<file path="config.mk">
export PLATFORM = sky130hd
export DESIGN_NAME = quadrant_mem
export DESIGN_NICKNAME = d
export VERILOG_FILES = /design/src/occamy_pkg.sv /design/src/quadrant_mem.sv
export SDC_FILE = /design/constraint.sdc
export NUM_CORES = 2
export LEC_CHECK = 0
export ABC_AREA = 1
export BUFFER_PORTS_ARGS = -buffer_cell sky130_fd_sc_hd__buf_4
export CORE_MARGIN = 2
export CORE_UTILIZATION = 30
export DETAILED_ROUTE_END_ITERATION = 16
export PLACE_DENSITY = 0.57
export SKIP_CTS_REPAIR_TIMING = 1
export SYNTH_ARGS = -nofsm -noshare
export SYNTH_HDL_FRONTEND = slang
export SYNTH_SLANG_ARGS = --single-unit
export TNS_END_PERCENT = 20
</file>
<file path="constraint.sdc">
create_clock -name clk_i -period 2.1 [get_ports clk_i]
set_input_delay 0.21 -clock clk_i [delete_from_list [all_inputs] [get_ports clk_i]]
set_output_delay 0.21 -clock clk_i [all_outputs]
set_load 0.1 [all_outputs]
</file>
<file path="src/occamy_pkg.sv">
/*
 * Shared definitions for the compute fabric.
 * Bus widths, quadrant and config address map, crossbar port indices,
 * AXI4-Lite channel structs and request/response structs.
 */

package occamy_pkg;

  localparam int unsigned AddrWidth = 32;
  localparam int unsigned DataWidth = 32;
  localparam int unsigned StrbWidth = DataWidth / 8;

  typedef logic [AddrWidth-1:0] addr_t;
  typedef logic [DataWidth-1:0] data_t;
  typedef logic [StrbWidth-1:0] strb_t;

  // Quadrant address map.
  localparam int unsigned NrQuadrants = 4;
  localparam addr_t QuadrantBaseOffset = 32'h1000_0000;
  localparam addr_t QuadrantAddressSpace = 32'h0000_0100;
  localparam int unsigned QuadrantMemWords = 64;
  localparam int unsigned QuadrantMemIdxWidth = $clog2(QuadrantMemWords);

  // Configuration block.
  localparam addr_t CfgBaseAddr = 32'h0200_0000;
  localparam addr_t CfgAddressSpace = 32'h0000_0100;
  localparam logic [7:0] CfgQuadrantEnOffset = 8'h00;

  // Crossbar ports: quadrants first, then config, then the default port.
  localparam int unsigned NrXbarPorts = NrQuadrants + 2;
  localparam int unsigned XbarIdxWidth = $clog2(NrXbarPorts);
  typedef logic [XbarIdxWidth-1:0] xbar_idx_t;
  localparam xbar_idx_t XbarCfgPort = xbar_idx_t'(NrQuadrants);
  localparam xbar_idx_t XbarDefaultPort = xbar_idx_t'(NrQuadrants + 1);

  typedef enum logic [1:0] {
    OKAY   = 2'd0,
    SLVERR = 2'd2,
    DECERR = 2'd3
  } resp_e;

  typedef logic [NrQuadrants-1:0] quadrant_en_t;

  typedef struct packed {
    addr_t      addr;
    logic [2:0] prot;
  } aw_chan_t;

  typedef struct packed {
    data_t data;
    strb_t strb;
  } w_chan_t;

  typedef struct packed {
    resp_e resp;
  } b_chan_t;

  typedef struct packed {
    addr_t      addr;
    logic [2:0] prot;
  } ar_chan_t;

  typedef struct packed {
    data_t data;
    resp_e resp;
  } r_chan_t;

  // Manager-driven side of a link.
  typedef struct packed {
    aw_chan_t aw;
    logic     aw_valid;
    w_chan_t  w;
    logic     w_valid;
    logic     b_ready;
    ar_chan_t ar;
    logic     ar_valid;
    logic     r_ready;
  } axi_lite_req_t;

  // Subordinate-driven side of a link.
  typedef struct packed {
    logic    aw_ready;
    logic    w_ready;
    b_chan_t b;
    logic    b_valid;
    logic    ar_ready;
    r_chan_t r;
    logic    r_valid;
  } axi_lite_resp_t;

endpackage

</file>
<file path="src/quadrant_mem.sv">
/*
 * AXI4-Lite scratchpad for one quadrant.
 * 64 words with byte-strobe writes, always answers OKAY.
 */

`timescale 1ns/1ps

module quadrant_mem (
  input  logic                       clk_i,
  input  logic                       rst_n_i,
  input  occamy_pkg::axi_lite_req_t  mem_req_i,
  output occamy_pkg::axi_lite_resp_t mem_rsp_o
);

  occamy_pkg::data_t mem_q [occamy_pkg::QuadrantMemWords];
  occamy_pkg::data_t r_data_q;
  logic              b_valid_q;
  logic              r_valid_q;

  logic [occamy_pkg::QuadrantMemIdxWidth-1:0] w_idx;
  logic [occamy_pkg::QuadrantMemIdxWidth-1:0] r_idx;
  logic write_hs;
  logic read_hs;

  // Word index from address bits 7 to 2.
  assign w_idx = mem_req_i.aw.addr[2 +: occamy_pkg::QuadrantMemIdxWidth];
  assign r_idx = mem_req_i.ar.addr[2 +: occamy_pkg::QuadrantMemIdxWidth];

  // Address and data are taken in the same cycle.
  assign write_hs = mem_req_i.aw_valid && mem_req_i.w_valid && !b_valid_q;
  assign read_hs  = mem_req_i.ar_valid && !r_valid_q;

  always_ff @(posedge clk_i) begin
    if (!rst_n_i) begin
      b_valid_q <= 1'b0;
      r_valid_q <= 1'b0;
    end else begin
      if (write_hs) b_valid_q <= 1'b1;
      else if (mem_req_i.b_ready) b_valid_q <= 1'b0;
      if (read_hs) r_valid_q <= 1'b1;
      else if (mem_req_i.r_ready) r_valid_q <= 1'b0;
    end
  end

  always_ff @(posedge clk_i) begin
    if (write_hs) begin
      for (int b = 0; b < occamy_pkg::StrbWidth; b++) begin
        if (mem_req_i.w.strb[b]) begin
          mem_q[w_idx][b*8 +: 8] <= mem_req_i.w.data[b*8 +: 8];
        end
      end
    end
    // Held until r_ready so the data stays stable.
    if (read_hs) begin
      r_data_q <= mem_q[r_idx];
    end
  end

  always_comb begin
    mem_rsp_o          = '0;
    mem_rsp_o.aw_ready = write_hs;
    mem_rsp_o.w_ready  = write_hs;
    mem_rsp_o.b.resp   = occamy_pkg::OKAY;
    mem_rsp_o.b_valid  = b_valid_q;
    mem_rsp_o.ar_ready = read_hs;
    mem_rsp_o.r.data   = r_data_q;
    mem_rsp_o.r.resp   = occamy_pkg::OKAY;
    mem_rsp_o.r_valid  = r_valid_q;
  end

endmodule

</file>
Yosys cells after proc, flatten, opt, wreduce, memory -nomap -nowiden
Memories as Yosys holds them, arrays and structs flattened. A register that Yosys moved wholly into a read port is not among the register bits.
Cells that the tools add are included.

word-level totals
  bits in registers = 2
  bits in writable memories = 2,048
  bits of input ports = 113
  logic and storage cells = 26
  memories = 1

operators by class
  multiplexer cells = 16
  reduce and logical (&&, ||, !) cells = 7

memories
  name   words  bits a word  rd ports  clocked after memory_dff  wr ports  line                source
  mem_q  64     32           1         1                         1         quadrant_mem.sv:15  occamy_pkg::data_t mem_q [occamy_pkg::QuadrantMemWords];

operators with widths
  operator            number
  1-bit two-way mux   16
  2-bit nonzero test  2
  1-bit logical AND   3
  1-bit logical NOT   2

Longest topological paths before layout
  depth after elaboration = 4
  depth in mapped cells = 13
  mapped depth without buffers = 9

Worst setup path before layout
Ideal clock, no wire load.

  kind = register to output
  start = reg r_valid_q
  end = out mem_rsp_o[35] (netlist name)
  data arrival time = 2.242 ns
  path slack = -0.352 ns
  stages on the path, launching flop included = 3
  buffers on the path = 1
  cells stage by stage = dfxtp_1 > nor2_1 > buf_4

between the ends
  longest elaborated chain between the ends = 2

RTL lines
  item                      line                source
  start: declaration        quadrant_mem.sv:18  logic r_valid_q;
  start signal: assignment  quadrant_mem.sv:36  r_valid_q <= 1'b0;
  start signal: assignment  quadrant_mem.sv:40  if (read_hs) r_valid_q <= 1'b1;
  start signal: assignment  quadrant_mem.sv:41  else if (mem_req_i.r_ready) r_valid_q <= 1'b0;
  1-bit logical NOT         quadrant_mem.sv:31  assign read_hs = mem_req_i.ar_valid && !r_valid_q;
  1-bit logical AND         quadrant_mem.sv:31
  end: declaration          quadrant_mem.sv:12  output occamy_pkg::axi_lite_resp_t mem_rsp_o

Every way passes these cells.

Worst setup path after layout
  start = reg r_data_q[1], read port of mem_q
  end = out mem_rsp_o[4] (netlist name)

RTL lines
  item                line                source
  start: declaration  quadrant_mem.sv:16  occamy_pkg::data_t r_data_q;

No word-level cell between the ends.

==> impl_metrics.yaml <==
outcome:
  status: "complete, no violations"
place:
  place.gp.congestion: 0.881
  dpl.hpwl_mm: 163
  pre_cts_slack_ns: -0.269
  port-buffer-count: 91
worst_setup_path:
  crit_slowest_cell: "edfxtp_1"
  path_class: "reg -> out"
  crit_family: "flip-flops"
  critPathBufInv: 1
  worst_ep_required_time_ns: 1.89
  rr_endpoint: "mem_q[4][20]$_DFFE_PP_"
  critPathArrivalTime_ns: 1.84
  critPathLaunchType: "register"
  r2r_start: "b_valid_q$_SDFFE_PN0P_"
  rr_worst_depth: 6
  path_cells: "buf_6"
  critPathMaxStageDelay_ns: 0.67
  endpoint_kind: "output pin"
  cp_max_fo: 1
  worst-r2r-setup-slack_ns: 0.09
cts:
  cts_root_buf: "clkbuf_16"
  tritoncts: "built"
  cts_buffers: 214
  clk_pin_slew_ns: 0.06
  clock_latency_ns: 0.86
  h-tree-depth: 4
  clock_path_buffers: 3
  numClockSinks: 2082
global_routing:
  antenna_found_initial: 14
  grtUsageTotal_pct: 17.3
  grt_pass1_wl_mm: 368
  grt_max_degree: 83
  grt-ovfl-total: 0
  grt_pass1_vias: 53887
power:
  powerDensity_nw_per_um2: 883
  p_leak_uw: 0.0358
  peakVddDrop_mv: 0.643
  p_total_uw: 89100
timing:
  fin_crit_ns: 2.05
  layout_setup_ws_ns: 0.0502
  setup_tns_ns: 0
  finalSetupViolations: 0
  worst_pin_slew_ns: 1.13
  rsz0062_at_grt: "no"
  fin_crit_sh_pct: 97.6
  drv_slew: 0
  slew-limit-headroom_pct: 24.7
  hold_slack_ns: 0.0449
  max_freq_mhz: 488
  final-hold-violation-count: 0
  finClkSkew_ns: 0.0428
synth:
  netlist_area_sq_um: 84200
  ys_seq_area_share_pct: 74.2
  synth_area_leader_cell: "edfxtp_1"
  ys_ff_latch: 2082
  postSynthCellCount: 7071
  synth_top_area_share_pct: 74.2
  post_synth.cell_area_avg_sq_um: 11.9
  synth_area_leaders: "edfxtp_1, nand3_1, nand2_1"
  synth_cell_types: 16
  yosys_warnings: 0
min_path:
  worstHoldPathType: "in -> reg"
  hold_path_depth: 4
  hp-start: "mem_req_i[1]"
  hold_end: "r_data_q[29]$_DFFE_PP_"
die:
  dieArea_sq_um: 285000
  die_w_um: 534
  die_h_um: 534
  fp-row-count: 194
  num_io_pins: 154
  initial_core_util_pct: 30.1
  coreArea_sq_um: 279000
final_layout:
  drive_above_1_share_pct: 13.5
  area_growth_pct: 19.7
  nNetsFinal: 7695
detailed_routing:
  viasPerCell: 4.91
  drc_errors: 0
  drtPass1Iterations: 8
  drtIter0Drc: 6209
  drt-wirelength-per-cell_um: 22.1
  vias: 56504
  routed_wl_mm: 254
  ant_nets: 0
job:
  max_cap_violations: 0
[per-layer routing]
metal	GRT usage (%)	part of all wire [%]	vias up
met3	3.79	7.7	422
met2	27.9	47	2115
met4	6.27	3.6	8
met1	22.9	42	27883
li1	-	-	26076
met5	0.366	0.075	-
[sequential cells by signal (all words and copies together) (netlist names)]
register / count
mem_q: 2048
r_valid_q: 1
b_valid_q: 1
r_data_q: 32
[layout make-up]
| cell class | instances | area (sq um) |
|---|---|---|
| timing repair buffer | 770 | 7450 |
| clock inverter | 146 | 1200 |
| clock buffer | 257 | 5580 |
| antenna | 9 | 22.5 |
| inverter | 15 | 92.6 |
| fill | 26866 | 179000 |
| multi-input combinational | 4499 | 19300 |
| tap | 3724 | 4660 |
| sequential | 2082 | 62500 |
[logic make-up after synthesis]
group / after synthesis / share of synthesized area [%]
AOI/OAI and AO/OA: 2 / 0.0178
other: 1 / 0.00445
DFF: 2082 / 74.2
and+or+nand+nor: 4493 / 22.9
buffers and inverters: 493 / 2.88
[metrics by stage]
step | instances | util, % | instance area [sq um]
detailed placement | 11053 | 33.5 | 93600
finish | 11502 | 36.1 | 101000
global placement | 11053 | 33.5 | 93600
global route | 11496 | 36.1 | 101000
CTS | 11456 | 35.9 | 100000
floorplan | 7074 | - | 84200
[worst reg2reg max path, stage by stage (launching register included)]
cell and delay [ns]:
dfxtp_1 0.33, nor2_2 0.24, buf_12 0.17, nand2_2 0.10
buf_12 0.19, nor2_1 0.42, buf_4 0.24
[layout by cell type, fill, tap and decap left out, drive strengths merged]
cell type       n
nand3        1900
clkinv        119
buf           734
nor2          260
bufinv         14
dlygate4sd3    35
nor3           16
nand2        2317
conb            4
clkinvlp        5
o21a            2
clkbuf        258
inv            23
diode           9
dfxtp           2
edfxtp       2080
[report_power, final]
part	leakage (uW)	internal, uW	switching, uW
clock network	0.00332	20700	16100
registers	0.0187	45800	97.7
logic	0.0138	1800	4550
[how the worst max path moves through the flow]
stage / end / slack [ns] / from / depth (start not counted)
2_1_floorplan: mem_rsp_o[35] / 0.22 / r_valid_q$_SDFFE_PN0P_ / 2
5_1_grt: mem_q[4][16]$_DFFE_PP_ / 0.02 / b_valid_q$_SDFFE_PN0P_ / 6
3_3_place_gp: r_data_q[10]$_DFFE_PP_ / -0.26 / mem_req_i[8] / 11
3_5_place_dp: r_data_q[10]$_DFFE_PP_ / -0.27 / mem_req_i[8] / 11
4_1_cts: mem_rsp_o[35] / -0.23 / r_valid_q$_SDFFE_PN0P_ / 3
6_report: mem_rsp_o[4] / 0.05 / r_data_q[1]$_DFFE_PP_ / 1
[synth_stat cells]
cell type / instances
nand2_1: 2317
edfxtp_1: 2080
dfxtp_1: 2
inv_4: 1
conb_1: 1
nor3_1: 16
clkbuf_1: 95
buf_2: 273
nor2_1: 260
buf_1: 54
inv_1: 12
inv_2: 2
buf_4: 51
nand3_1: 1900
o21a_1: 2
buf_6: 5
No activity file was read; power rests on OpenSTA's default activity.
