**src/occamy_pkg.sv**
```systemverilog
/*
 * Shared definitions for the compute fabric.
 * Bus widths, quadrant and config address map, crossbar port indices,
 * AXI4-Lite channel structs and request/response structs.
 */

package occamy_pkg;

  localparam int unsigned AddrWidth = 32;
  localparam int unsigned DataWidth = 32;
  localparam int unsigned StrbWidth = DataWidth / 8;

  typedef logic [AddrWidth-1:0] addr_t;
  typedef logic [DataWidth-1:0] data_t;
  typedef logic [StrbWidth-1:0] strb_t;

  // Quadrant address map.
  localparam int unsigned NrQuadrants = 4;
  localparam addr_t QuadrantBaseOffset = 32'h1000_0000;
  localparam addr_t QuadrantAddressSpace = 32'h0000_0100;
  localparam int unsigned QuadrantMemWords = 64;
  localparam int unsigned QuadrantMemIdxWidth = $clog2(QuadrantMemWords);

  // Configuration block.
  localparam addr_t CfgBaseAddr = 32'h0200_0000;
  localparam addr_t CfgAddressSpace = 32'h0000_0100;
  localparam logic [7:0] CfgQuadrantEnOffset = 8'h00;

  // Crossbar ports: quadrants first, then config, then the default port.
  localparam int unsigned NrXbarPorts = NrQuadrants + 2;
  localparam int unsigned XbarIdxWidth = $clog2(NrXbarPorts);
  typedef logic [XbarIdxWidth-1:0] xbar_idx_t;
  localparam xbar_idx_t XbarCfgPort = xbar_idx_t'(NrQuadrants);
  localparam xbar_idx_t XbarDefaultPort = xbar_idx_t'(NrQuadrants + 1);

  typedef enum logic [1:0] {
    OKAY   = 2'd0,
    SLVERR = 2'd2,
    DECERR = 2'd3
  } resp_e;

  typedef logic [NrQuadrants-1:0] quadrant_en_t;

  typedef struct packed {
    addr_t      addr;
    logic [2:0] prot;
  } aw_chan_t;

  typedef struct packed {
    data_t data;
    strb_t strb;
  } w_chan_t;

  typedef struct packed {
    resp_e resp;
  } b_chan_t;

  typedef struct packed {
    addr_t      addr;
    logic [2:0] prot;
  } ar_chan_t;

  typedef struct packed {
    data_t data;
    resp_e resp;
  } r_chan_t;

  // Manager-driven side of a link.
  typedef struct packed {
    aw_chan_t aw;
    logic     aw_valid;
    w_chan_t  w;
    logic     w_valid;
    logic     b_ready;
    ar_chan_t ar;
    logic     ar_valid;
    logic     r_ready;
  } axi_lite_req_t;

  // Subordinate-driven side of a link.
  typedef struct packed {
    logic    aw_ready;
    logic    w_ready;
    b_chan_t b;
    logic    b_valid;
    logic    ar_ready;
    r_chan_t r;
    logic    r_valid;
  } axi_lite_resp_t;

endpackage

```
**src/quadrant_cfg.sv**
```systemverilog
/*
 * AXI4-Lite configuration register block.
 * Holds QUADRANT_EN, the per-quadrant enable mask used by the crossbar.
 */

`timescale 1ns/1ps

module quadrant_cfg (
  input  logic                       clk_i,
  input  logic                       rst_n_i,
  input  occamy_pkg::axi_lite_req_t  cfg_req_i,
  output occamy_pkg::axi_lite_resp_t cfg_rsp_o,
  output occamy_pkg::quadrant_en_t   quadrant_en_o
);

  occamy_pkg::quadrant_en_t quadrant_en_q;
  logic                     b_valid_q;
  logic                     r_valid_q;
  occamy_pkg::resp_e        b_resp_q;
  occamy_pkg::r_chan_t      r_q;

  logic write_hs;
  logic read_hs;
  logic aw_hit;
  logic ar_hit;

  assign write_hs = cfg_req_i.aw_valid && cfg_req_i.w_valid && !b_valid_q;
  assign read_hs  = cfg_req_i.ar_valid && !r_valid_q;
  assign aw_hit   = cfg_req_i.aw.addr[7:0] == occamy_pkg::CfgQuadrantEnOffset;
  assign ar_hit   = cfg_req_i.ar.addr[7:0] == occamy_pkg::CfgQuadrantEnOffset;

  always_ff @(posedge clk_i) begin
    if (!rst_n_i) begin
      quadrant_en_q <= '1;
      b_valid_q     <= 1'b0;
      r_valid_q     <= 1'b0;
    end else begin
      // Mask lives in byte 0.
      if (write_hs && aw_hit && cfg_req_i.w.strb[0]) begin
        quadrant_en_q <= cfg_req_i.w.data[occamy_pkg::NrQuadrants-1:0];
      end
      if (write_hs) b_valid_q <= 1'b1;
      else if (cfg_req_i.b_ready) b_valid_q <= 1'b0;
      if (read_hs) r_valid_q <= 1'b1;
      else if (cfg_req_i.r_ready) r_valid_q <= 1'b0;
    end
  end

  always_ff @(posedge clk_i) begin
    if (write_hs) begin
      b_resp_q <= aw_hit ? occamy_pkg::OKAY : occamy_pkg::SLVERR;
    end
    if (read_hs) begin
      r_q.data <= ar_hit ? occamy_pkg::data_t'(quadrant_en_q) : '0;
      r_q.resp <= ar_hit ? occamy_pkg::OKAY : occamy_pkg::SLVERR;
    end
  end

  always_comb begin
    cfg_rsp_o          = '0;
    cfg_rsp_o.aw_ready = write_hs;
    cfg_rsp_o.w_ready  = write_hs;
    cfg_rsp_o.b.resp   = b_resp_q;
    cfg_rsp_o.b_valid  = b_valid_q;
    cfg_rsp_o.ar_ready = read_hs;
    cfg_rsp_o.r        = r_q;
    cfg_rsp_o.r_valid  = r_valid_q;
  end

  assign quadrant_en_o = quadrant_en_q;

endmodule

```
**config.mk**
```make
export PLATFORM = sky130hd
export DESIGN_NAME = quadrant_cfg
export DESIGN_NICKNAME = d
export VERILOG_FILES = /design/src/occamy_pkg.sv /design/src/quadrant_cfg.sv
export SDC_FILE = /design/constraint.sdc
export NUM_CORES = 1
export LEC_CHECK = 0
export ABC_AREA = 1
export BUFFER_PORTS_ARGS = -buffer_cell sky130_fd_sc_hd__buf_2
export CORE_ASPECT_RATIO = 0.6
export CORE_MARGIN = 2
export CORE_UTILIZATION = 25
export DETAILED_ROUTE_END_ITERATION = 16
export PLACE_DENSITY = 0.81
export SLEW_MARGIN = 25
export SYNTH_ARGS = -nofsm -noshare
export SYNTH_HDL_FRONTEND = slang
export SYNTH_SLANG_ARGS = --single-unit
export TNS_END_PERCENT = 50
```
**constraint.sdc**
```tcl
create_clock -name clk_i -period 1.2 [get_ports clk_i]
set_clock_uncertainty 0.05 [all_clocks]
set_input_delay 0.12 -clock clk_i [delete_from_list [all_inputs] [get_ports clk_i]]
set_output_delay 0.12 -clock clk_i [all_outputs]
set_load 0.005 [all_outputs]
```
* After elaboration in Yosys (flattened, before gate mapping) *
Cells that the tools add are included.

cells by class
  mux-type cells = 6
  reduce and logical (&&, ||, !) cells = 11

operator list
  cell                 number
  $logic_not A8 Y1     2
  $logic_and A1 B1 Y1  5
  $mux W1              4
  $mux W2              2
  $reduce_bool A2 Y1   2
  $logic_not A1 Y1     2

storage, ports and cells
  flip-flop bits (word level) = 42
  bits of input ports = 113
  output and inout port bits = 45

* Longest topological paths before layout *
  word-level depth = 4
  mapped depth = 6
  mapped depth without buffers = 6

* Worst setup path after synthesis *
OpenSTA, ideal clock, no wires.

  path kind = register to register
  from = reg r_valid_q
  to = reg r_q (netlist bit cfg_rsp_o[2]) (enable)
  arrival time = 0.624 ns
  required time = 0.795 ns
  slack = 0.172 ns
  stages on the path, launching flop included = 2
  path buffers = 0
  cell sequence = dfxtp_1 nor2_1

on the way
  cells in the longest elaborated chain, start to end = 2

ends and longest elaborated chain
  element                 RTL line            source
  start, declared         quadrant_cfg.sv:18  logic r_valid_q;
  start signal, assigned  quadrant_cfg.sv:36  r_valid_q <= 1'b0;
  start signal, assigned  quadrant_cfg.sv:44  if (read_hs) r_valid_q <= 1'b1;
  start signal, assigned  quadrant_cfg.sv:45  else if (cfg_req_i.r_ready) r_valid_q <= 1'b0;
  $logic_not A1 Y1        quadrant_cfg.sv:28  assign read_hs = cfg_req_i.ar_valid && !r_valid_q;
  $logic_and A1 B1 Y1     quadrant_cfg.sv:28
  net read_hs             quadrant_cfg.sv:23  logic read_hs;
  end, declared           quadrant_cfg.sv:20  occamy_pkg::r_chan_t r_q;

The timed path passes the listed nets, and every way through them passes these cells.
A chain may end at the register's enable or synchronous reset.

==> summary by stage <==
Outcome
The flow ran to the end, and the final reports show no timing, DRC or antenna violations.

Yosys
The Yosys warning count is 0. In the post-synthesis netlist, the biggest area contributors are sky130_fd_sc_hd__buf_4 33%, sky130_fd_sc_hd__edfxtp_1 23%, sky130_fd_sc_hd__dfxtp_1 15%, sky130_fd_sc_hd__nor2_1 6.7%, sky130_fd_sc_hd__nand3_1 5.1%. The leading register cell type out of synthesis is sky130_fd_sc_hd__edfxtp_1. The number of different library cells used by synthesis comes to 16. The synthesized design contains 6 enable-type register cells. The library cell occupying the most area in the post-synthesis netlist is sky130_fd_sc_hd__buf_4.

The mapped netlist covers 788 sq um. In the synthesized netlist, the cells that appear most often are 35 x sky130_fd_sc_hd__buf_4, 14 x sky130_fd_sc_hd__nor2_1, 9 x sky130_fd_sc_hd__inv_1. After synthesis, the largest area contributor takes up 33.3% of total cell area. In this run, synthesis produced a sequential element count of 12. After technology mapping, the gate count stands at 94. After synthesis, flip-flops and latches occupy 38.1% of the total area. The most instantiated library cell after synthesis is sky130_fd_sc_hd__buf_4. The proportion of register bits with asynchronous set or reset after synthesis is 0%. In this run the mean area of a mapped cell was ~8.4 sq um.

Detailed routing
The number of iterations in the first detailed-routing pass is 4. The detailed router finished its first iteration with 19 violations. Summing over every cut layer, the via total after detailed routing is 628. For this run, design rule violations remaining after detail routing come to 0. The average detailed-routed wire length per instance is 8.35 um. Dividing the detail-routed via count by the number of cells gives 3.55. The count of nets left with antenna violations after detail routing is 0. Summed over all layers, the routed wires come to roughly 1500 um.

Final layout
The antenna cell count is 0. Cells with a size suffix above 1 make up 39.3% of the layout. The synthesis-to-layout area growth is 21.7%. The final layout contains 249 nets. At the end of the flow the core is filled with cells to between 30% and 40%.

Worst setup path
In this run the worst setup path terminates at cfg_rsp_o[39]. The highest fanout seen on the critical path is 3. The endpoint arrival time on the critical path is 920 ps. The source of the critical timing path is b_valid_q. The beginning of the worst register-to-register path is b_valid_q. The critical path goes through inv_2, nand3_2, inv_2, buf_2.

The worst-case register-to-register setup slack is 180 ps. The type of element capturing the critical path is an output port. The combined buffer and inverter count along the critical path is 3. The critical path crosses 4 cells after its start point. The most numerous cell type found on the critical path is sky130_fd_sc_hd__inv_2. For this run, the slowest stage of the critical path takes 310 ps. The endpoint identified for the worst register-to-register timing path is quadrant_en_o[3].

The path depth of the worst reg2reg path is 6. At the worst endpoint, the required time is between 1000 and 1500 ps. For this design, the slowest cell found on the critical path is sky130_fd_sc_hd__dfxtp_1. The dominant delay contributor by cell family on the critical path is flip-flops. The critical path is of the reg2out type. The critical path startpoint category is a flop.

Clocking
In this run, CTS created clock tree buffers numbering 3. For the worst-skew pair, the clock arrives at the later sink with an insertion delay of 240 ps. The maximum buffer depth of the clock tree is 2. The CTS clock-pin slew for the worst setup and hold paths is ~50 ps. The number of setup buffers added after CTS is 0. The number of hold buffers added after CTS was 0. TritonCTS built the clock tree. The clock root buffer master is sky130_fd_sc_hd__clkbuf_8.

The number of levels in the clock H-tree is 1. The number of sinks handled by clock tree synthesis is 12.

STA
The setup violation total in the final timing report is 0. The clock period could shrink to 1090 ps. The setup total negative slack is 0 ps. The worst path uses between 90% and 100% of the clock period. The final-report hold violation count is 0.

The final max-slew violation count came to 0. Static timing analysis puts the maximum clock frequency at 917 MHz. Setup repair after global routing left no endpoint under its margin.

Die
The core region is 0.00293 sq mm. The count of standard-cell rows is 15. The height of the chip is 47.5 um. Measured along the x axis, the die boundary spans 76.5 um. The starting utilization of the core area is between 20% and 30%. The number of primary I/O pins is approximately 160. The die outline area is 0.00363 sq mm.

Placement
The number of buffers added on ports is 42. The HPWL after detailed placement is 1280 um. The final RePlAce weighted congestion is 0.677.

Worst hold path
In this run the worst hold path is classified as in2reg.

Pwr
The clock network accounts for 42.6% of the total power. Of the total power, the share spent switching nets is about 21%. The power per standard cell area is 1050 mW/mm^2. The analysis attributes to cell leakage a power of 0.563 nW.

The switching power summed over all nets is 215 uW. Combinational cells account for 12.7% of the total power. Across the VDD grid, the largest voltage drop is 0.000357 V. Power comes to around 1 mW. Sequential cells account for 44.6% of the total power. The internal power component is slightly below 800 uW.

GRT
The number of global-route vias before repair is 473. The total overflow left after global routing is 0. The number of antenna violations at the first check in global routing is 0. The pin count of the biggest net entering global routing is 8.

Global routing consumed, over all layers together, under 10% of the routing resources. The wire length of the first global-routing pass is 2070 um.

Job
Across the run, the number of max-cap violations was 0.
## power groups by stage
stage	combinational (mW)	sequential (mW)	clock, mW
after floorplan	0.137	0.458	0
after global placement	0.124	0.457	0
after detailed placement	0.127	0.457	0
after CTS	0.127	0.449	0.441
after global routing	0.148	0.450	0.461
final	0.128	0.449	0.429
## layer usage
metal / vias up / routed length [um] / track usage (%)
li1: 308 / - / -
met1: 277 / 552 / 8.44
met2: 41 / 726 / 13.3
met3: 2 / 180 / 2.83
met4: 0 / 19 / 4.36
met5: - / 0 / 0
## logic make-up after synthesis
family / after synthesis / share of synthesized area [%]
buffers and inverters: 45 / 38.1
AO/OA/AOI/OAI: 2 / 1.59
other: 1 / 0.476
AND/OR/NAND/NOR: 34 / 21.7
flip-flops: 12 / 38.1
## layout by cell type, fill, tap and decap left out
cell type                   n
sky130_fd_sc_hd__buf_2     42
sky130_fd_sc_hd__nand2_1    6
sky130_fd_sc_hd__nand3_2    1
sky130_fd_sc_hd__nand3_1    8
sky130_fd_sc_hd__conb_1    30
sky130_fd_sc_hd__inv_2      2
sky130_fd_sc_hd__inv_1      8
sky130_fd_sc_hd__dfxtp_1    6
sky130_fd_sc_hd__clkbuf_8   4
sky130_fd_sc_hd__buf_4      1
sky130_fd_sc_hd__nand4_1    1
sky130_fd_sc_hd__edfxtp_1   6
sky130_fd_sc_hd__o21ai_0    1
sky130_fd_sc_hd__and2_1     1
sky130_fd_sc_hd__nand2_4    1
sky130_fd_sc_hd__nor2_1    14
sky130_fd_sc_hd__o21a_1     1
sky130_fd_sc_hd__nor2_4     2
## flip-flops by register name (all words and copies together) (netlist names)
name           flops
b_resp_q           1
b_valid_q          1
cfg_rsp_o          5
quadrant_en_o      4
r_valid_q          1
## timing repair
action | in CTS | in global routing
endpoints found under the hold margin | 0 | 0
gates resized for setup | 0 | 1
endpoints found under the setup margin | 0 | 2
## metrics by stage
step / setup slack [ps] / instances / hold WS (ps) / instance area (sq um)
after floorplan: 172 / 123 / 154 / 897
after global placement: 198 / 173 / 315 / 905
after detailed placement: 176 / 173 / 320 / 905
after CTS: 44.7 / 177 / 67.4 / 960
after global routing: 31.2 / 177 / 74.5 / 960
final: 109 / 177 / 71.8 / 960
## cell type report
cell class / count / area (sq um)
Clock buffer: 4 / 55.1
Timing Repair Buffer: 43 / 218
Inverter: 10 / 37.5
Tap cell: 42 / 52.6
Multi-Input combinational cell: 66 / 297
Sequential cell: 12 / 300
Fill cell: 328 / 1970
## worst reg2reg max path, stage by stage (launching register included)
cell                      delay [ps]
sky130_fd_sc_hd__dfxtp_1         310
sky130_fd_sc_hd__inv_2            60
sky130_fd_sc_hd__nand3_2         100
sky130_fd_sc_hd__nor2_4          180
sky130_fd_sc_hd__nand2_4          80
sky130_fd_sc_hd__nand2_1          60
sky130_fd_sc_hd__nand3_1          60
## worst min path at each step
| stage | startpoint | slack (ps) | cells after the start | to |
|---|---|---|---|---|
| final | cfg_req_i[45] | 70 | 3 | quadrant_en_o[2] |
| after global routing | cfg_req_i[44] | 70 | 3 | quadrant_en_o[1] |
| after CTS | cfg_req_i[45] | 70 | 3 | quadrant_en_o[2] |
| after detailed placement | cfg_req_i[45] | 320 | 3 | quadrant_en_o[2] |
| after global placement | cfg_req_i[45] | 320 | 3 | quadrant_en_o[2] |
| after floorplan | rst_n_i | 150 | 1 | quadrant_en_o[0] |
(Power assumes the default switching activity.)
