**config.mk**
```make
export PLATFORM = sky130hd
export DESIGN_NAME = quadrant_xbar
export DESIGN_NICKNAME = d
export VERILOG_FILES = /design/src/occamy_pkg.sv /design/src/quadrant_xbar.sv
export SDC_FILE = /design/constraint.sdc
export NUM_CORES = 1
export LEC_CHECK = 0
export BUFFER_PORTS_ARGS = -buffer_cell sky130_fd_sc_hd__buf_2
export CAP_MARGIN = 20
export CORE_AREA = 4 4 418 420
export CTS_CLUSTER_DIAMETER = 50
export CTS_CLUSTER_SIZE = 10
export DETAILED_ROUTE_END_ITERATION = 8
export DIE_AREA = 0 0 422 424
export GPL_TIMING_DRIVEN = 1
export REMOVE_ABC_BUFFERS = 1
export SLEW_MARGIN = 20
export SYNTH_ARGS = -nofsm -noshare
export SYNTH_HDL_FRONTEND = slang
export SYNTH_SLANG_ARGS = --single-unit
```
**constraint.sdc**
```tcl
create_clock -name clk_i -period 7.5 [get_ports clk_i]
set_clock_uncertainty 0.15 [all_clocks]
set_input_delay 0.75 -clock clk_i [delete_from_list [all_inputs] [get_ports clk_i]]
set_output_delay 0.75 -clock clk_i [all_outputs]
set_load 0.03 [all_outputs]
```
**src/occamy_pkg.sv**
```systemverilog
/*
 * Shared definitions for the compute fabric.
 * Bus widths, quadrant and config address map, crossbar port indices,
 * AXI4-Lite channel structs and request/response structs.
 */

package occamy_pkg;

  localparam int unsigned AddrWidth = 32;
  localparam int unsigned DataWidth = 32;
  localparam int unsigned StrbWidth = DataWidth / 8;

  typedef logic [AddrWidth-1:0] addr_t;
  typedef logic [DataWidth-1:0] data_t;
  typedef logic [StrbWidth-1:0] strb_t;

  // Quadrant address map.
  localparam int unsigned NrQuadrants = 4;
  localparam addr_t QuadrantBaseOffset = 32'h1000_0000;
  localparam addr_t QuadrantAddressSpace = 32'h0000_0100;
  localparam int unsigned QuadrantMemWords = 64;
  localparam int unsigned QuadrantMemIdxWidth = $clog2(QuadrantMemWords);

  // Configuration block.
  localparam addr_t CfgBaseAddr = 32'h0200_0000;
  localparam addr_t CfgAddressSpace = 32'h0000_0100;
  localparam logic [7:0] CfgQuadrantEnOffset = 8'h00;

  // Crossbar ports: quadrants first, then config, then the default port.
  localparam int unsigned NrXbarPorts = NrQuadrants + 2;
  localparam int unsigned XbarIdxWidth = $clog2(NrXbarPorts);
  typedef logic [XbarIdxWidth-1:0] xbar_idx_t;
  localparam xbar_idx_t XbarCfgPort = xbar_idx_t'(NrQuadrants);
  localparam xbar_idx_t XbarDefaultPort = xbar_idx_t'(NrQuadrants + 1);

  typedef enum logic [1:0] {
    OKAY   = 2'd0,
    SLVERR = 2'd2,
    DECERR = 2'd3
  } resp_e;

  typedef logic [NrQuadrants-1:0] quadrant_en_t;

  typedef struct packed {
    addr_t      addr;
    logic [2:0] prot;
  } aw_chan_t;

  typedef struct packed {
    data_t data;
    strb_t strb;
  } w_chan_t;

  typedef struct packed {
    resp_e resp;
  } b_chan_t;

  typedef struct packed {
    addr_t      addr;
    logic [2:0] prot;
  } ar_chan_t;

  typedef struct packed {
    data_t data;
    resp_e resp;
  } r_chan_t;

  // Manager-driven side of a link.
  typedef struct packed {
    aw_chan_t aw;
    logic     aw_valid;
    w_chan_t  w;
    logic     w_valid;
    logic     b_ready;
    ar_chan_t ar;
    logic     ar_valid;
    logic     r_ready;
  } axi_lite_req_t;

  // Subordinate-driven side of a link.
  typedef struct packed {
    logic    aw_ready;
    logic    w_ready;
    b_chan_t b;
    logic    b_valid;
    logic    ar_ready;
    r_chan_t r;
    logic    r_valid;
  } axi_lite_resp_t;

endpackage

```
**src/quadrant_xbar.sv**
```systemverilog
/*
 * Address-decoding AXI4-Lite demux.
 * Steers host writes and reads to a quadrant, the config block or the
 * default port, one transaction in flight per direction.
 */

`timescale 1ns/1ps

module quadrant_xbar (
  input  logic                                                   clk_i,
  input  logic                                                   rst_n_i,
  input  occamy_pkg::axi_lite_req_t                              slv_req_i,
  output occamy_pkg::axi_lite_resp_t                             slv_rsp_o,
  output occamy_pkg::axi_lite_req_t  [occamy_pkg::NrXbarPorts-1:0] mst_req_o,
  input  occamy_pkg::axi_lite_resp_t [occamy_pkg::NrXbarPorts-1:0] mst_rsp_i,
  input  occamy_pkg::quadrant_en_t                               quadrant_en_i
);

  // Write direction.
  logic                  w_busy_q;
  logic                  aw_pend_q;
  logic                  w_pend_q;
  occamy_pkg::xbar_idx_t w_sel_q;
  occamy_pkg::aw_chan_t  aw_q;
  occamy_pkg::w_chan_t   w_q;

  // Read direction.
  logic                  r_busy_q;
  logic                  ar_pend_q;
  occamy_pkg::xbar_idx_t r_sel_q;
  occamy_pkg::ar_chan_t  ar_q;

  logic write_accept;
  logic read_accept;
  logic b_fwd;
  logic r_fwd;
  logic b_done;
  logic r_done;

  // Disabled quadrants fall through to the default port.
  function automatic occamy_pkg::xbar_idx_t decode(input occamy_pkg::addr_t addr,
                                                   input occamy_pkg::quadrant_en_t en);
    occamy_pkg::xbar_idx_t idx;
    occamy_pkg::addr_t     base;
    idx = occamy_pkg::XbarDefaultPort;
    for (int i = 0; i < occamy_pkg::NrQuadrants; i++) begin
      base = occamy_pkg::QuadrantBaseOffset +
             occamy_pkg::addr_t'(i) * occamy_pkg::QuadrantAddressSpace;
      if (en[i] && addr >= base && addr < base + occamy_pkg::QuadrantAddressSpace) begin
        idx = occamy_pkg::xbar_idx_t'(i);
      end
    end
    if (addr >= occamy_pkg::CfgBaseAddr &&
        addr < occamy_pkg::CfgBaseAddr + occamy_pkg::CfgAddressSpace) begin
      idx = occamy_pkg::XbarCfgPort;
    end
    return idx;
  endfunction

  assign write_accept = !w_busy_q && slv_req_i.aw_valid && slv_req_i.w_valid;
  assign read_accept  = !r_busy_q && slv_req_i.ar_valid;

  // Response is only passed up once the request has left.
  assign b_fwd  = w_busy_q && !aw_pend_q && !w_pend_q && mst_rsp_i[w_sel_q].b_valid;
  assign r_fwd  = r_busy_q && !ar_pend_q && mst_rsp_i[r_sel_q].r_valid;
  assign b_done = b_fwd && slv_req_i.b_ready;
  assign r_done = r_fwd && slv_req_i.r_ready;

  always_ff @(posedge clk_i) begin
    if (!rst_n_i) begin
      w_busy_q  <= 1'b0;
      aw_pend_q <= 1'b0;
      w_pend_q  <= 1'b0;
      w_sel_q   <= occamy_pkg::XbarDefaultPort;
      r_busy_q  <= 1'b0;
      ar_pend_q <= 1'b0;
      r_sel_q   <= occamy_pkg::XbarDefaultPort;
    end else begin
      if (write_accept) begin
        w_busy_q  <= 1'b1;
        aw_pend_q <= 1'b1;
        w_pend_q  <= 1'b1;
        w_sel_q   <= decode(slv_req_i.aw.addr, quadrant_en_i);
      end else begin
        if (mst_rsp_i[w_sel_q].aw_ready) aw_pend_q <= 1'b0;
        if (mst_rsp_i[w_sel_q].w_ready) w_pend_q <= 1'b0;
        if (b_done) w_busy_q <= 1'b0;
      end
      if (read_accept) begin
        r_busy_q  <= 1'b1;
        ar_pend_q <= 1'b1;
        r_sel_q   <= decode(slv_req_i.ar.addr, quadrant_en_i);
      end else begin
        if (mst_rsp_i[r_sel_q].ar_ready) ar_pend_q <= 1'b0;
        if (r_done) r_busy_q <= 1'b0;
      end
    end
  end

  always_ff @(posedge clk_i) begin
    if (write_accept) begin
      aw_q <= slv_req_i.aw;
      w_q  <= slv_req_i.w;
    end
    if (read_accept) begin
      ar_q <= slv_req_i.ar;
    end
  end

  // Payload is shared, valids and readys go to the selected port only.
  always_comb begin
    for (int p = 0; p < occamy_pkg::NrXbarPorts; p++) begin
      mst_req_o[p]          = '0;
      mst_req_o[p].aw       = aw_q;
      mst_req_o[p].w        = w_q;
      mst_req_o[p].ar       = ar_q;
      mst_req_o[p].aw_valid = aw_pend_q && (w_sel_q == occamy_pkg::xbar_idx_t'(p));
      mst_req_o[p].w_valid  = w_pend_q && (w_sel_q == occamy_pkg::xbar_idx_t'(p));
      mst_req_o[p].b_ready  = w_busy_q && !aw_pend_q && !w_pend_q && slv_req_i.b_ready &&
                              (w_sel_q == occamy_pkg::xbar_idx_t'(p));
      mst_req_o[p].ar_valid = ar_pend_q && (r_sel_q == occamy_pkg::xbar_idx_t'(p));
      mst_req_o[p].r_ready  = r_busy_q && !ar_pend_q && slv_req_i.r_ready &&
                              (r_sel_q == occamy_pkg::xbar_idx_t'(p));
    end
  end

  always_comb begin
    slv_rsp_o          = '0;
    slv_rsp_o.aw_ready = write_accept;
    slv_rsp_o.w_ready  = write_accept;
    slv_rsp_o.b        = mst_rsp_i[w_sel_q].b;
    slv_rsp_o.b_valid  = b_fwd;
    slv_rsp_o.ar_ready = read_accept;
    slv_rsp_o.r        = mst_rsp_i[r_sel_q].r;
    slv_rsp_o.r_valid  = r_fwd;
  end

endmodule

```
# Word-level counts from Yosys, hierarchy flattened
# Cells that the tools add are included.
# W data, S select, Z words.
# word_totals
register_bits	117
in_bits	363
out_inout_bits	707
word_cells	141
# classes
n_lt_le_gt_ge	22
n_eq_ne	10
n_mux	24
n_reduce_logical	72
# op_table
operator	n
$ge A32 B29 Y1 const B	8
$lt A32 B29 Y1 const B	8
$bmux W41 S3	2
$ge A32 B26 Y1 const B	2
$lt A32 B26 Y1 const B	2
$logic_and A1 B1 Y1	60
$mux W41	1
$mux W36	1
$mux W3	10
$eq A3 B2 Y1 const B	4
$eq A3 B3 Y1 const B	4
$mux W1	10
$reduce_bool A2 Y1	5
$lt A3 B4 Y1 const B	2
$eq A3 B1 Y1 const B	2
$logic_not A3 Y1	2
$logic_not A1 Y1	5

# Depth between registers and ports, before layout
# Gate-level depths: netlist of the first run.
# logic_depth
word_depth	8
mapped_depth	6
depth_no_buf	5

# Worst setup path after synthesis of the first run
# OpenSTA, ideal clock, no wires.
# synth_path
path_kind	input port to output port
startpoint	input port slv_req_i[38] (netlist bit)
endpoint	output port slv_rsp_o[39] (netlist bit)
arrival_ns	3.020
required_time_ns	6.600
path_slack_ns	3.580
cell_stages	5
n_path_buf	2
path_cell_list	nand2_1 -> or2_2 -> buf_2 -> inv_1 -> buf_4
# synth_between
elab_chain_len	1
# synth_lines
element	line	text
start: declaration	quadrant_xbar.sv:12	input occamy_pkg::axi_lite_req_t slv_req_i,
$logic_and A1 B1 Y1	quadrant_xbar.sv:60	assign write_accept = !w_busy_q && slv_req_i.aw_valid && slv_req_i.w_valid;
end: declaration	quadrant_xbar.sv:13	output occamy_pkg::axi_lite_resp_t slv_rsp_o,
# Every way passes these cells.

==> metrics.csv, run 1 <==
stage,metric,value,unit
status,outcome,"complete, no violations",
critical_path,Setup Crit Path Kind,flop to output port,
placed_design,Port Buffer Count,1069,
logic_synthesis,commonest register cell after synthesis,edfxtp_1,
hold_path,hold endpoint,mst_req_o[83],
floorplanning,Die ar.,179000,um2
cells_and_area,Final nets,1868,
timing,final worst slack,3.71,ns
global_routing,GRT Overall Usage,11.4,%
clock_tree,root buf cell,clkbuf_16,
timing,Final Hold Fails,0,
critical_path,critical path's slowest cell,mux2i_1,
clock_tree,Clock Sinks,117,
logic_synthesis,Post-Synth Simple-Gate Area,5.23,%
logic_synthesis,"EDFF count, synth",106,
clock_tree,post-cts sizing count,0,
logic_synthesis,synth cell count leaders,"buf_4 (535), edfxtp_1 (106), inv_1 (43), mux2i_1 (42), mux4_2 (41)",
critical_path,Worst R2R Path Depth,5,
logic_synthesis,yosys warns,0,
clock_tree,CTS Hold Bufs,0,
floorplanning,Die Wd,422,um
routing,routed via count,10000,
logic_synthesis,Mean Syn Cell Area,10.3,um2
logic_synthesis,number of synthesized register bits,117,
global_routing,number of global-route vias before repair,8851,
cells_and_area,Area Overhead vs Synth,48.5,%
critical_path,Critical Path AT,2.89,ns
clock_tree,clock buffer depth,2,
critical_path,CP peak stage delay,0.77,ns
logic_synthesis,post-synthesis mux area share,13.5,%
cells_and_area,share of layout cells above drive strength 1,76.8,%
power_and_ir_drop,Peak VDD IR,0.0926,mV
timing,Slew HR,21.5,%
timing,Tmin final,3.79,ns
timing,Max Slew Vio Count,0,
timing,RSZ-0062 raised after global routing,no,
hold_path,Worst Min Path Start,slv_req_i[83],
placed_design,detailed placer's ending HPWL,95.6,mm
power_and_ir_drop,leakage power,6.85,nW
hold_path,hold path depth,1,
timing,worst-margin pin slew,1.18,ns
logic_synthesis,Synth Area in XOR/XNOR,0,%
floorplanning,core area,171000,um2
logic_synthesis,cells after synthesis,972,
critical_path,FF-to-FF setup slack,4.87,ns
cells_and_area,Multi-input gate area,2340,um2
critical_path,"delay-heaviest family, CP",buffers and inverters,
logic_synthesis,Synth area leader,buf_4,
timing,Final setup viols,0,
cells_and_area,fill count,19800,
logic_synthesis,adder-cell share of the synthesized area,0,%
timing,worst hold slack,0.276,ns
timing,upper clock frequency limit,264,MHz
logic_synthesis,main combinational cell family by area after synthesis,buffers and inverters,
clock_tree,H-tree Lvls,4,
logic_synthesis,ys async rst share,0,%
critical_path,Crit. End Element,output port,
clock_tree,CTS tree,built,
critical_path,crit start category,flop,
timing,setup TNS,0,ns
routing,1st-iter DRT viols,995,
clock_tree,clk_lat worst skew,0.49,ns
global_routing,pin count of the biggest net entering global routing,46,
logic_synthesis,Post-Syn Area,10000,um2
floorplanning,Starting Density,5.85,%
critical_path,crit-path cells,buf_4 > mux2i_1 > o22ai_1 > buf_2,
cells_and_area,Reg area,3410,um2
routing,WL per Instance,28.4,um
logic_synthesis,most numerous cell in the Yosys netlist,buf_4,
critical_path,reg2reg end,ar_pend_q,
critical_path,Critical Path RT,6.60,ns
placed_design,post-placement worst setup slack,4.05,ns
critical_path,Worst Path Max Fanout,32,
placed_design,placed instance count,3718,
routing,final antenna-violating net count,0,
clock_tree,post-CTS setup buffers,0,
clock_tree,CTS buffer count,17,
routing,Pre-antenna DRT Iters,5,
placed_design,routability cong.,0.928,
floorplanning,Ports,1070,
clock_tree,"CTS clk-pin slew, worst paths",0.07,ns
power_and_ir_drop,power density cells,173,nW/um2
logic_synthesis,Cell variety after synth,42,
logic_synthesis,post-synth top area share,40.1,%
floorplanning,Cell Rows,152,
job,reported max-cap violation count,0,
routing,total length of routed wires,108,mm
critical_path,Worst R2R Start,r_sel_q[1],
logic_synthesis,Synth Area in Compound Gates,4.30,%
cells_and_area,final cell count without fillers,3794,
routing,via density per instance,2.64,
global_routing,GRT overflow,0,
global_routing,first-pass GRT wire length,126,mm
hold_path,HP Class,input port to flop,
floorplanning,Die H,424,um
routing,drt drc,0,
timing,fin crit share,50.6,%
global_routing,initial antenna violation count,112,
critical_path,WP buf/inv,2,
critical_path,Crit path depth,4,
logic_synthesis,"Seq/Total Area, Yosys",34.0,%
logic_synthesis,largest cells by area after synthesis,"buf_4 (40%), edfxtp_1 (32%), mux4_2 (9.2%), mux2i_1 (4.2%), o22ai_1 (2.3%)",
per-stage QoR:
stage          util [%]  cell area [um2]  power [mW]
2_1_floorplan         -             5870        1.23
3_3_place_gp       8.24            14100        1.72
3_5_place_dp       8.27            14100        1.73
4_1_cts            8.62            14700        2.66
5_1_grt            8.64            14800        2.69
6_report           8.69            14900        2.58
worst max-delay path by stage:
stage | from | to | slack, ns
after floorplan | r_sel_q[0] | slv_rsp_o[0] | 2.31
after global placement | r_sel_q[0] | slv_rsp_o[7] | 4.08
after detailed placement | r_sel_q[0] | slv_rsp_o[7] | 4.05
after CTS | r_sel_q[0] | slv_rsp_o[7] | 3.44
after global routing | r_sel_q[0] | slv_rsp_o[7] | 3.44
final | r_sel_q[0] | slv_rsp_o[7] | 3.71
flip-flops by register name, summed over array words and instances (netlist names):
register and count:
aw_pend_q 1, r_sel_q 3, w_busy_q 1, ar_pend_q 1, r_busy_q 1, w_pend_q 1
w_sel_q 3, mst_req_o 106
worst reg2reg max path, cell delays in order, from the launching register on:
cell and delay (ns):
dfxtp_2 0.31, buf_4 0.58, nand2b_2 0.26, buf_4 0.50
o221ai_1 0.49, a21boi_0 0.26
cell families (layout without fill, tap and decap cells):
logic type	after synthesis	in the layout
multiplexers	84	84
flip-flops	117	117
AO/OA/AOI/OAI	63	63
AND/OR/NAND/NOR	101	101
buffers and inverters	607	1153
other	0	43
placed cells by master (no fill, tap or decap), drive strengths merged, types with 3 or more instances in the layout:
cell type and count:
mux2i 42, nor2 27, dfxtp 11, clkinv 6, o21ai 3, nor3 13
mux4 41, a21boi 4, nand2b 11, diode 43, nand3 4, or4 5
nor2b 6, a21oi 4, nand2 16, buf 1078, edfxtp 106, clkbuf 17
o22ai 37, o221ai 3, inv 49, nor4 6
cell type report:
| cell class | count | share of cell area [%] |
|---|---|---|
| repair buffers | 1078 | 36.7 |
| diodes | 43 | 0.724 |
| flip-flops and latches | 117 | 23.0 |
| inverters | 43 | 1.10 |
| multi-input cells | 248 | 15.8 |
| clock buffers | 17 | 2.86 |
| clock inverters | 15 | 1.14 |
| well taps | 2233 | 18.8 |
per-layer routing:
metal	track usage [%]	share of wire [%]
met5	0	0.31
met2	20.1	50
met3	4.76	11
met4	3.99	3.7
met1	12.3	35
report_power, final:
group          internal, mW  switching (mW)  total (mW)
registers             0.751           0.159       0.911
logic                 0.220           0.564       0.785
clock network         0.495           0.385       0.880
total                  1.47            1.11        2.58
(Power assumes the default switching activity.)
==> run 2, diff against run 1 <==
- ABC_AREA: default -> 1
- CORE_AREA: 4 4 418 420 -> 4 4 416 418
- DIE_AREA: 0 0 422 424 -> 0 0 420 422
- clock period: 7.5 -> 3.2 ns (I/O delays scaled with it)
==> run 2 against run 1 <==
Against the previous run:
- power increased to 2.7 times the previous value
- synthesized cell count increased by 22%
- setup slack got worse by 3.6 ns
- combinational power increased to 3.4 times the previous value
- area after synthesis increased by 0.28%
- first-iteration DRC count increased by 76%
- via count increased by 24%
- global-route usage increased by 2.2 points
- critical path depth increased by 3
- non-clock buffer count increased by 136
- worst hold slack got worse by 0.19 ns
==> metrics.csv, run 2 <==
stage,metric,value,unit,change
critical_path,Critical Path RT,2.73,ns,was 6.60 ns
cells_and_area,share of layout cells above drive strength 1,61.7,%,was 76.8%
critical_path,crit start category,flop,,unchanged
cells_and_area,final cell count without fillers,4124,,was 3794
logic_synthesis,Cell variety after synth,24,,was 42
clock_tree,clk_lat worst skew,0.47,ns,was 0.49 ns
timing,upper clock frequency limit,326,MHz,
clock_tree,H-tree Lvls,4,,unchanged
power_and_ir_drop,leakage power,7.52,nW,was 6.85 nW
logic_synthesis,Post-Synth Simple-Gate Area,15.4,%,was 5.23%
floorplanning,Starting Density,5.93,%,was 5.85%
logic_synthesis,post-synthesis mux area share,0,%,was 13.5%
timing,Max Slew Vio Count,0,,unchanged
hold_path,HP Class,input port to flop,,unchanged
logic_synthesis,"EDFF count, synth",106,,unchanged
status,outcome,"complete, no violations",,unchanged
timing,worst-margin pin slew,1.11,ns,was 1.18 ns
floorplanning,core area,169000,um2,was 171000 um2
logic_synthesis,Synth area leader,buf_4,,unchanged
critical_path,Crit. Startpoint,r_sel_q[1],,was r_sel_q[0]
timing,Tmin final,3.07,ns,
logic_synthesis,commonest register cell after synthesis,edfxtp_1,,unchanged
timing,Final Hold Fails,0,,unchanged
global_routing,pin count of the biggest net entering global routing,55,,was 46
clock_tree,root buf cell,clkbuf_16,,unchanged
cells_and_area,"leading cell type in the layout, fill and taps excluded",buf_2,,unchanged
cells_and_area,fill count,19600,,was 19800
cells_and_area,Area Overhead vs Synth,64.8,%,was 48.5%
critical_path,Worst R2R Path Depth,7,,was 5
logic_synthesis,Post-Syn Area,10000,um2,about the same
logic_synthesis,synth cell count leaders,"buf_4 (535), nand2_1 (145), nand3_1 (117), edfxtp_1 (106), a22oi_1 (81)",,"was buf_4 (535), edfxtp_1 (106), inv_1 (43), mux2i_1 (42), mux4_2 (41)"
logic_synthesis,adder-cell share of the synthesized area,0,%,unchanged
critical_path,Critical Path AT,2.60,ns,was 2.89 ns
routing,1st-iter DRT viols,1754,,was 995
logic_synthesis,post-synth top area share,40.0,%,was 40.1%
critical_path,Worst Path Max Fanout,22,,was 32
clock_tree,CTS tree,built,,unchanged
logic_synthesis,most numerous cell in the Yosys netlist,buf_4,,unchanged
timing,fin crit share,95.9,%,
routing,Pre-antenna DRT Iters,7,,was 5
timing,RSZ-0062 raised after global routing,no,,unchanged
critical_path,FF-to-FF setup slack,0.55,ns,was 4.87 ns
global_routing,first-pass GRT wire length,150,mm,was 126 mm
critical_path,Setup Crit Path Kind,flop to output port,,unchanged
routing,drt drc,0,,unchanged
job,reported max-cap violation count,0,,unchanged
logic_synthesis,Mean Syn Cell Area,8.45,um2,was 10.3 um2
clock_tree,Clock Sinks,117,,unchanged
timing,Slew HR,25.9,%,was 21.5%
hold_path,Worst Min Path Start,mst_rsp_i[199],,was slv_req_i[83]
clock_tree,CTS buffer count,17,,unchanged
routing,routed via count,12400,,was 10000
clock_tree,clock buffer depth,2,,unchanged
floorplanning,Die Wd,420,um,was 422 um
power_and_ir_drop,Peak VDD IR,0.287,mV,was 0.0926 mV
placed_design,placed instance count,3939,,was 3718
critical_path,Critical Path Sink,slv_rsp_o[13],,was slv_rsp_o[7]
logic_synthesis,number of synthesized register bits,117,,unchanged
logic_synthesis,Synth Area in Compound Gates,7.56,%,was 4.30%
routing,final antenna-violating net count,0,,unchanged
global_routing,GRT Overall Usage,13.6,%,was 11.4%
routing,total length of routed wires,127,mm,was 108 mm
clock_tree,"CTS clk-pin slew, worst paths",0.08,ns,was 0.07 ns
placed_design,routability cong.,0.894,,was 0.928
logic_synthesis,main combinational cell family by area after synthesis,buffers and inverters,,unchanged
clock_tree,post-CTS setup buffers,0,,unchanged
power_and_ir_drop,power density cells,421,nW/um2,was 173 nW/um2
logic_synthesis,Synth Area in XOR/XNOR,0,%,unchanged
placed_design,Port Buffer Count,1069,,unchanged
global_routing,number of global-route vias before repair,11200,,was 8851
cells_and_area,max FFs per register,106,,unchanged
timing,worst hold slack,0.0849,ns,was 0.276 ns
timing,Final setup viols,0,,unchanged
routing,via density per instance,3.00,,was 2.64
logic_synthesis,cells after synthesis,1188,,was 972
cells_and_area,Final nets,2215,,was 1868
placed_design,detailed placer's ending HPWL,112,mm,was 95.6 mm
logic_synthesis,ys async rst share,0,%,unchanged
logic_synthesis,largest cells by area after synthesis,"buf_4 (40%), edfxtp_1 (32%), a22oi_1 (6.1%), nand3_1 (5.8%), nand2_1 (5.4%)",,"was buf_4 (40%), edfxtp_1 (32%), mux4_2 (9.2%), mux2i_1 (4.2%), o22ai_1 (2.3%)"
routing,WL per Instance,30.8,um,was 28.4 um
critical_path,Worst R2R Start,w_sel_q[1],,was r_sel_q[1]
critical_path,reg2reg end,w_pend_q,,was ar_pend_q
logic_synthesis,yosys warns,0,,unchanged
global_routing,initial antenna violation count,107,,was 112
critical_path,Crit. End Element,output port,,unchanged
cells_and_area,"commonest non-fill, non-tap cells in the layout","buf_2 (1046), nand2_1 (144), nand3_1 (117)",,"was buf_2 (1069), edfxtp_1 (106), mux4_2 (41), inv_1 (41), mux2i_1 (38)"
floorplanning,Ports,1070,,unchanged
floorplanning,Die ar.,177000,um2,was 179000 um2
floorplanning,Die H,422,um,was 424 um
global_routing,GRT overflow,0,,unchanged
logic_synthesis,"Seq/Total Area, Yosys",33.9,%,was 34.0%
floorplanning,Cell Rows,151,,was 152
==> run 2: cell types whose count changed in the layout (fill, tap and decap cells not counted), sizes merged, moves of 9 or more <==
cell         previous run  this run
dlygate4sd3             0       112
o22ai                  37         0
nand2b                 11         0
nor2                   27        65
nand4                   1        10
mux4                   41         0
buf                  1078      1102
mux2i                  42         0
nand3                   4       117
nand2                  16       146
a21oi                   4        14
a22oi                   0        81
==> run 2: per-stage QoR <==
step	setup slack (ns)	power [mW]	instance area, um2	utilization, %	setup TNS, ns
2_1_floorplan	-1.16	3.12	5860	-	-25.29
3_3_place_gp	-0.907	4.76	14600	8.64	-1.44
3_5_place_dp	0.181	4.79	14700	8.69	0
4_1_cts	0.00382	7.12	16400	9.72	0
5_1_grt	0.00711	7.22	16500	9.74	0
6_report	0.131	6.96	16500	9.78	0
==> run 2: worst min path at each step <==
stage / end / slack (ns) / cells after the start
after floorplan: mst_req_o[100] / 0.27 / 0
after global placement: r_busy_q / 0.30 / 2
after detailed placement: w_busy_q / 0.31 / 2
after CTS: ar_pend_q / 0.04 / 4
after global routing: ar_pend_q / 0.08 / 4
final: ar_pend_q / 0.08 / 4
==> run 2: cell families (layout without fill, tap and decap cells) <==
kind of cell | after synthesis | after routing
AO/OA/AOI/OAI | 108 | 108
buffers and inverters | 611 | 1288
flip-flops | 117 | 117
other | 0 | 41
AND/OR/NAND/NOR | 352 | 352
==> run 2: where the power goes <==
part / total [mW] / internal [mW] / switching (mW)
sequential: 2.16 / 1.76 / 0.397
combinational: 2.69 / 0.822 / 1.86
clock: 2.12 / 1.18 / 0.936
total: 6.96 / 3.77 / 3.20
==> run 2: worst max-delay path: stages (launching register included) <==
cell     delay (ns)
dfxtp_4        0.55
inv_2          0.08
nand2_2        0.20
nor2_4         0.06
buf_12         0.16
a22oi_1        0.72
nand2_1        0.12
buf_2          0.21
==> run 2: layer usage <==
metal | vias to the layer above | share of wire, % | GRT usage, % | wire length [um]
li1 | 4811 | - | - | -
met2 | 1220 | 51 | 24.4 | 64700
met3 | 240 | 11 | 5.70 | 14200
met4 | 46 | 3.7 | 4.85 | 4760
met1 | 6055 | 34 | 14.1 | 42900
met5 | - | 0.47 | 0.629 | 599
==> run 2: timing repair <==
item | 4_1_cts | 5_1_grt
hold buffers | 112 | 0
endpoints found under the setup margin | 1 | 6
resized for setup | 1 | 1
cloned | 0 | 0
hold endpoints to repair | 110 | 0
==> run 2: layout make-up <==
type | count | area [um2] | share of cell area, %
clock inverters | 15 | 180 | 1.09
multi-input cells | 460 | 2320 | 14.1
repair buffers | 1214 | 7160 | 43.3
flip-flops and latches | 117 | 3410 | 20.6
well taps | 2218 | 2780 | 16.8
inverters | 42 | 160 | 0.968
clock buffers | 17 | 425 | 2.57
diodes | 41 | 103 | 0.620
==> run 3, diff against run 2 <==
- CTS_BUF_LIST: default -> sky130_fd_sc_hd__clkbuf_8
==> run 3 against run 2 <==
Against the previous run:
- largest cell class unchanged
- critical endpoint is now ar_pend_q
- via count barely moved
- combinational power barely moved
- register-to-register slack got worse by 0.40 ns
- sequential share of layout area rose by 0.10 points
- global-route usage barely moved
- clock-buffer cell count did not move
- highest routed layer unchanged
- die area did not move
- design area fell by 0.41%
==> metrics.csv, run 3 (synthesis results as in run 2) <==
stage,metric,value,unit,change
critical_path,CP peak stage delay,0.66,ns,was 0.72 ns
floorplanning,Die Wd,420,um,unchanged
routing,drt drc,0,,unchanged
critical_path,crit start category,flop,,unchanged
timing,Final setup viols,0,,unchanged
timing,fin crit share,95.4,%,was 95.9%
timing,upper clock frequency limit,327,MHz,was 326 MHz
floorplanning,Die ar.,177000,um2,unchanged
clock_tree,CTS tree,built,,unchanged
global_routing,GRT Overall Usage,13.6,%,about the same
power_and_ir_drop,leakage power,7.47,nW,was 7.52 nW
cells_and_area,max FFs per register,106,,unchanged
critical_path,Critical Path AT,3.40,ns,was 2.60 ns
timing,Final Hold Fails,0,,unchanged
floorplanning,core area,169000,um2,unchanged
clock_tree,CTS buffer count,17,,unchanged
routing,routed via count,12400,,about the same
floorplanning,Starting Density,5.93,%,unchanged
timing,Slew HR,23.2,%,was 25.9%
placed_design,routability cong.,0.894,,unchanged
placed_design,Placed Area,14700,um2,unchanged
critical_path,WP buf/inv,4,,was 3
cells_and_area,fill count,19600,,about the same
critical_path,Setup Crit Path Kind,flop to flop,,was flop to output port
floorplanning,Ports,1070,,unchanged
cells_and_area,share of layout cells above drive strength 1,61.8,%,was 61.7%
cells_and_area,"commonest non-fill, non-tap cells in the layout","buf_2 (1046), nand2_1 (144), dlygate4sd3_1 (120)",,"was buf_2 (1046), nand2_1 (144), nand3_1 (117)"
power_and_ir_drop,Peak VDD IR,0.168,mV,was 0.287 mV
critical_path,Worst R2R Start,r_sel_q[1],,was w_sel_q[1]
global_routing,pin count of the biggest net entering global routing,55,,unchanged
cells_and_area,Area Overhead vs Synth,64.1,%,was 64.8%
timing,Tmin final,3.05,ns,was 3.07 ns
critical_path,Worst Path Max Fanout,18,,was 22
clock_tree,clk_lat worst skew,0.56,ns,was 0.47 ns
critical_path,FF-to-FF setup slack,0.15,ns,was 0.55 ns
clock_tree,root buf cell,clkbuf_8,,was clkbuf_16
timing,worst-margin pin slew,1.15,ns,was 1.11 ns
status,outcome,"complete, no violations",,unchanged
cells_and_area,"leading cell type in the layout, fill and taps excluded",buf_2,,unchanged
clock_tree,"CTS clk-pin slew, worst paths",0.12,ns,was 0.08 ns
routing,total length of routed wires,127,mm,about the same
cells_and_area,post-route cell area,16500,um2,about the same
critical_path,critical path's slowest cell,dlygate4sd3_1,,was a22oi_1
routing,via density per instance,2.99,,was 3.00
placed_design,Port Buffer Count,1069,,unchanged
floorplanning,Die H,422,um,unchanged
global_routing,number of global-route vias before repair,11300,,was 11200
global_routing,first-pass GRT wire length,150,mm,about the same
timing,Max Slew Vio Count,0,,unchanged
floorplanning,Cell Rows,151,,unchanged
routing,1st-iter DRT viols,1722,,was 1754
job,reported max-cap violation count,0,,unchanged
clock_tree,clock buffer depth,2,,unchanged
hold_path,Worst Min Path Start,mst_rsp_i[41],,was mst_rsp_i[199]
hold_path,HP Class,input port to flop,,unchanged
placed_design,post-placement worst setup slack,0.181,ns,unchanged
routing,WL per Instance,30.8,um,about the same
hold_path,hold path depth,8,,was 4
power_and_ir_drop,power density cells,393,nW/um2,was 421 nW/um2
cells_and_area,Finished Core Util,9.74,%,was 9.78%
clock_tree,H-tree Lvls,4,,unchanged
routing,Pre-antenna DRT Iters,8,,was 7
critical_path,Worst R2R Path Depth,9,,was 7
critical_path,Worst path most repeated cell,dlygate4sd3_1,,
timing,final worst slack,0.146,ns,was 0.131 ns
hold_path,hold endpoint,r_busy_q,,was ar_pend_q
cells_and_area,Final nets,2224,,was 2215
global_routing,GRT overflow,0,,unchanged
critical_path,Crit. End Element,flop,,was output port
routing,final antenna-violating net count,0,,unchanged
clock_tree,Clock Sinks,117,,unchanged
placed_design,detailed placer's ending HPWL,112,mm,unchanged
critical_path,reg2reg end,ar_pend_q,,was w_pend_q
global_routing,initial antenna violation count,111,,was 107
critical_path,crit-path cells,inv_2 > nand2_2 > nor2_4 > buf_4 > a221oi_1 > dlygate4sd3_1 > nand2_1 > dlygate4sd3_1 > a21oi_1,,was inv_2 > nand2_2 > nor2_4 > buf_12 > a22oi_1 > nand2_1 > buf_2
critical_path,Critical Path RT,3.54,ns,was 2.73 ns
critical_path,"delay-heaviest family, CP",buffers and inverters,,was compound AO/OA/AOI/OAI gates
timing,RSZ-0062 raised after global routing,no,,unchanged
## run 3: how the worst max path moves through the flow
| stage | startpoint | endpoint | slack (ns) | cells after the start |
|---|---|---|---|---|
| 2_1_floorplan | r_sel_q[1] | slv_rsp_o[0] | -1.16 | 5 |
| 3_3_place_gp | slv_req_i[107] | w_sel_q[0] | -0.91 | 7 |
| 3_5_place_dp | slv_req_i[107] | w_sel_q[0] | 0.18 | 8 |
| 4_1_cts | r_sel_q[1] | slv_rsp_o[7] | 0.01 | 7 |
| 5_1_grt | w_sel_q[2] | mst_req_o[592] | 0.03 | 5 |
| 6_report | r_sel_q[1] | ar_pend_q | 0.15 | 9 |
## run 3: timing repair
item                                    4_1_cts  5_1_grt
gates resized for setup                       7        1
setup buffers                                 0        1
endpoints found under the setup margin       14        3
hold buffers                                120        0
endpoints found under the hold margin       114        0
## run 3: final cells by class
class                      instances  area [um2]  area share (%)
antenna                           45         113           0.684
clock buffer                      17         234            1.42
clock inverter                    15         180            1.09
inverter                          42         160           0.972
multi-input combinational        460        2340            14.2
sequential                       117        3410            20.7
tap                             2218        2780            16.9
timing repair buffer            1223        7250            44.0
## run 3: where the power goes
group	switching [mW]	total (mW)	internal, mW
sequential	0.400	2.16	1.76
combinational	1.87	2.70	0.831
clock	0.878	1.60	0.725
total	3.15	6.46	3.32
## run 3: worst min-delay path, cell delays in order
cell and delay [ns]:
buf_2 0.08, nand2_1 0.04, nand2_1 0.05, o21ai_1 0.07
nand2_1 0.06, nand3_1 0.06, nand2_1 0.06, a21oi_1 0.06
## run 3: per-stage QoR
| step | hold WS [ns] | setup TNS (ns) | cells | power [mW] |
|---|---|---|---|---|
| 5_1_grt | 0.117 | 0 | 4107 | 6.71 |
| 2_1_floorplan | 0.269 | -25.29 | 619 | 3.12 |
| 6_report | 0.124 | 0 | 4137 | 6.46 |
| 4_1_cts | 0.00564 | 0 | 4091 | 6.61 |
| 3_5_place_dp | 0.306 | 0 | 3939 | 4.79 |
| 3_3_place_gp | 0.296 | -1.44 | 3935 | 4.76 |
## run 3: layer usage
metal / wire (um) / share of wire (%) / GRT usage (%) / vias to the layer above
met5: 469 / 0.37 / 0.629 / -
met3: 14000 / 11 / 5.45 / 226
met2: 65600 / 52 / 24.6 / 1214
met4: 4050 / 3.2 / 4.56 / 38
li1: - / - / - / 4836
met1: 43200 / 34 / 14.2 / 6056
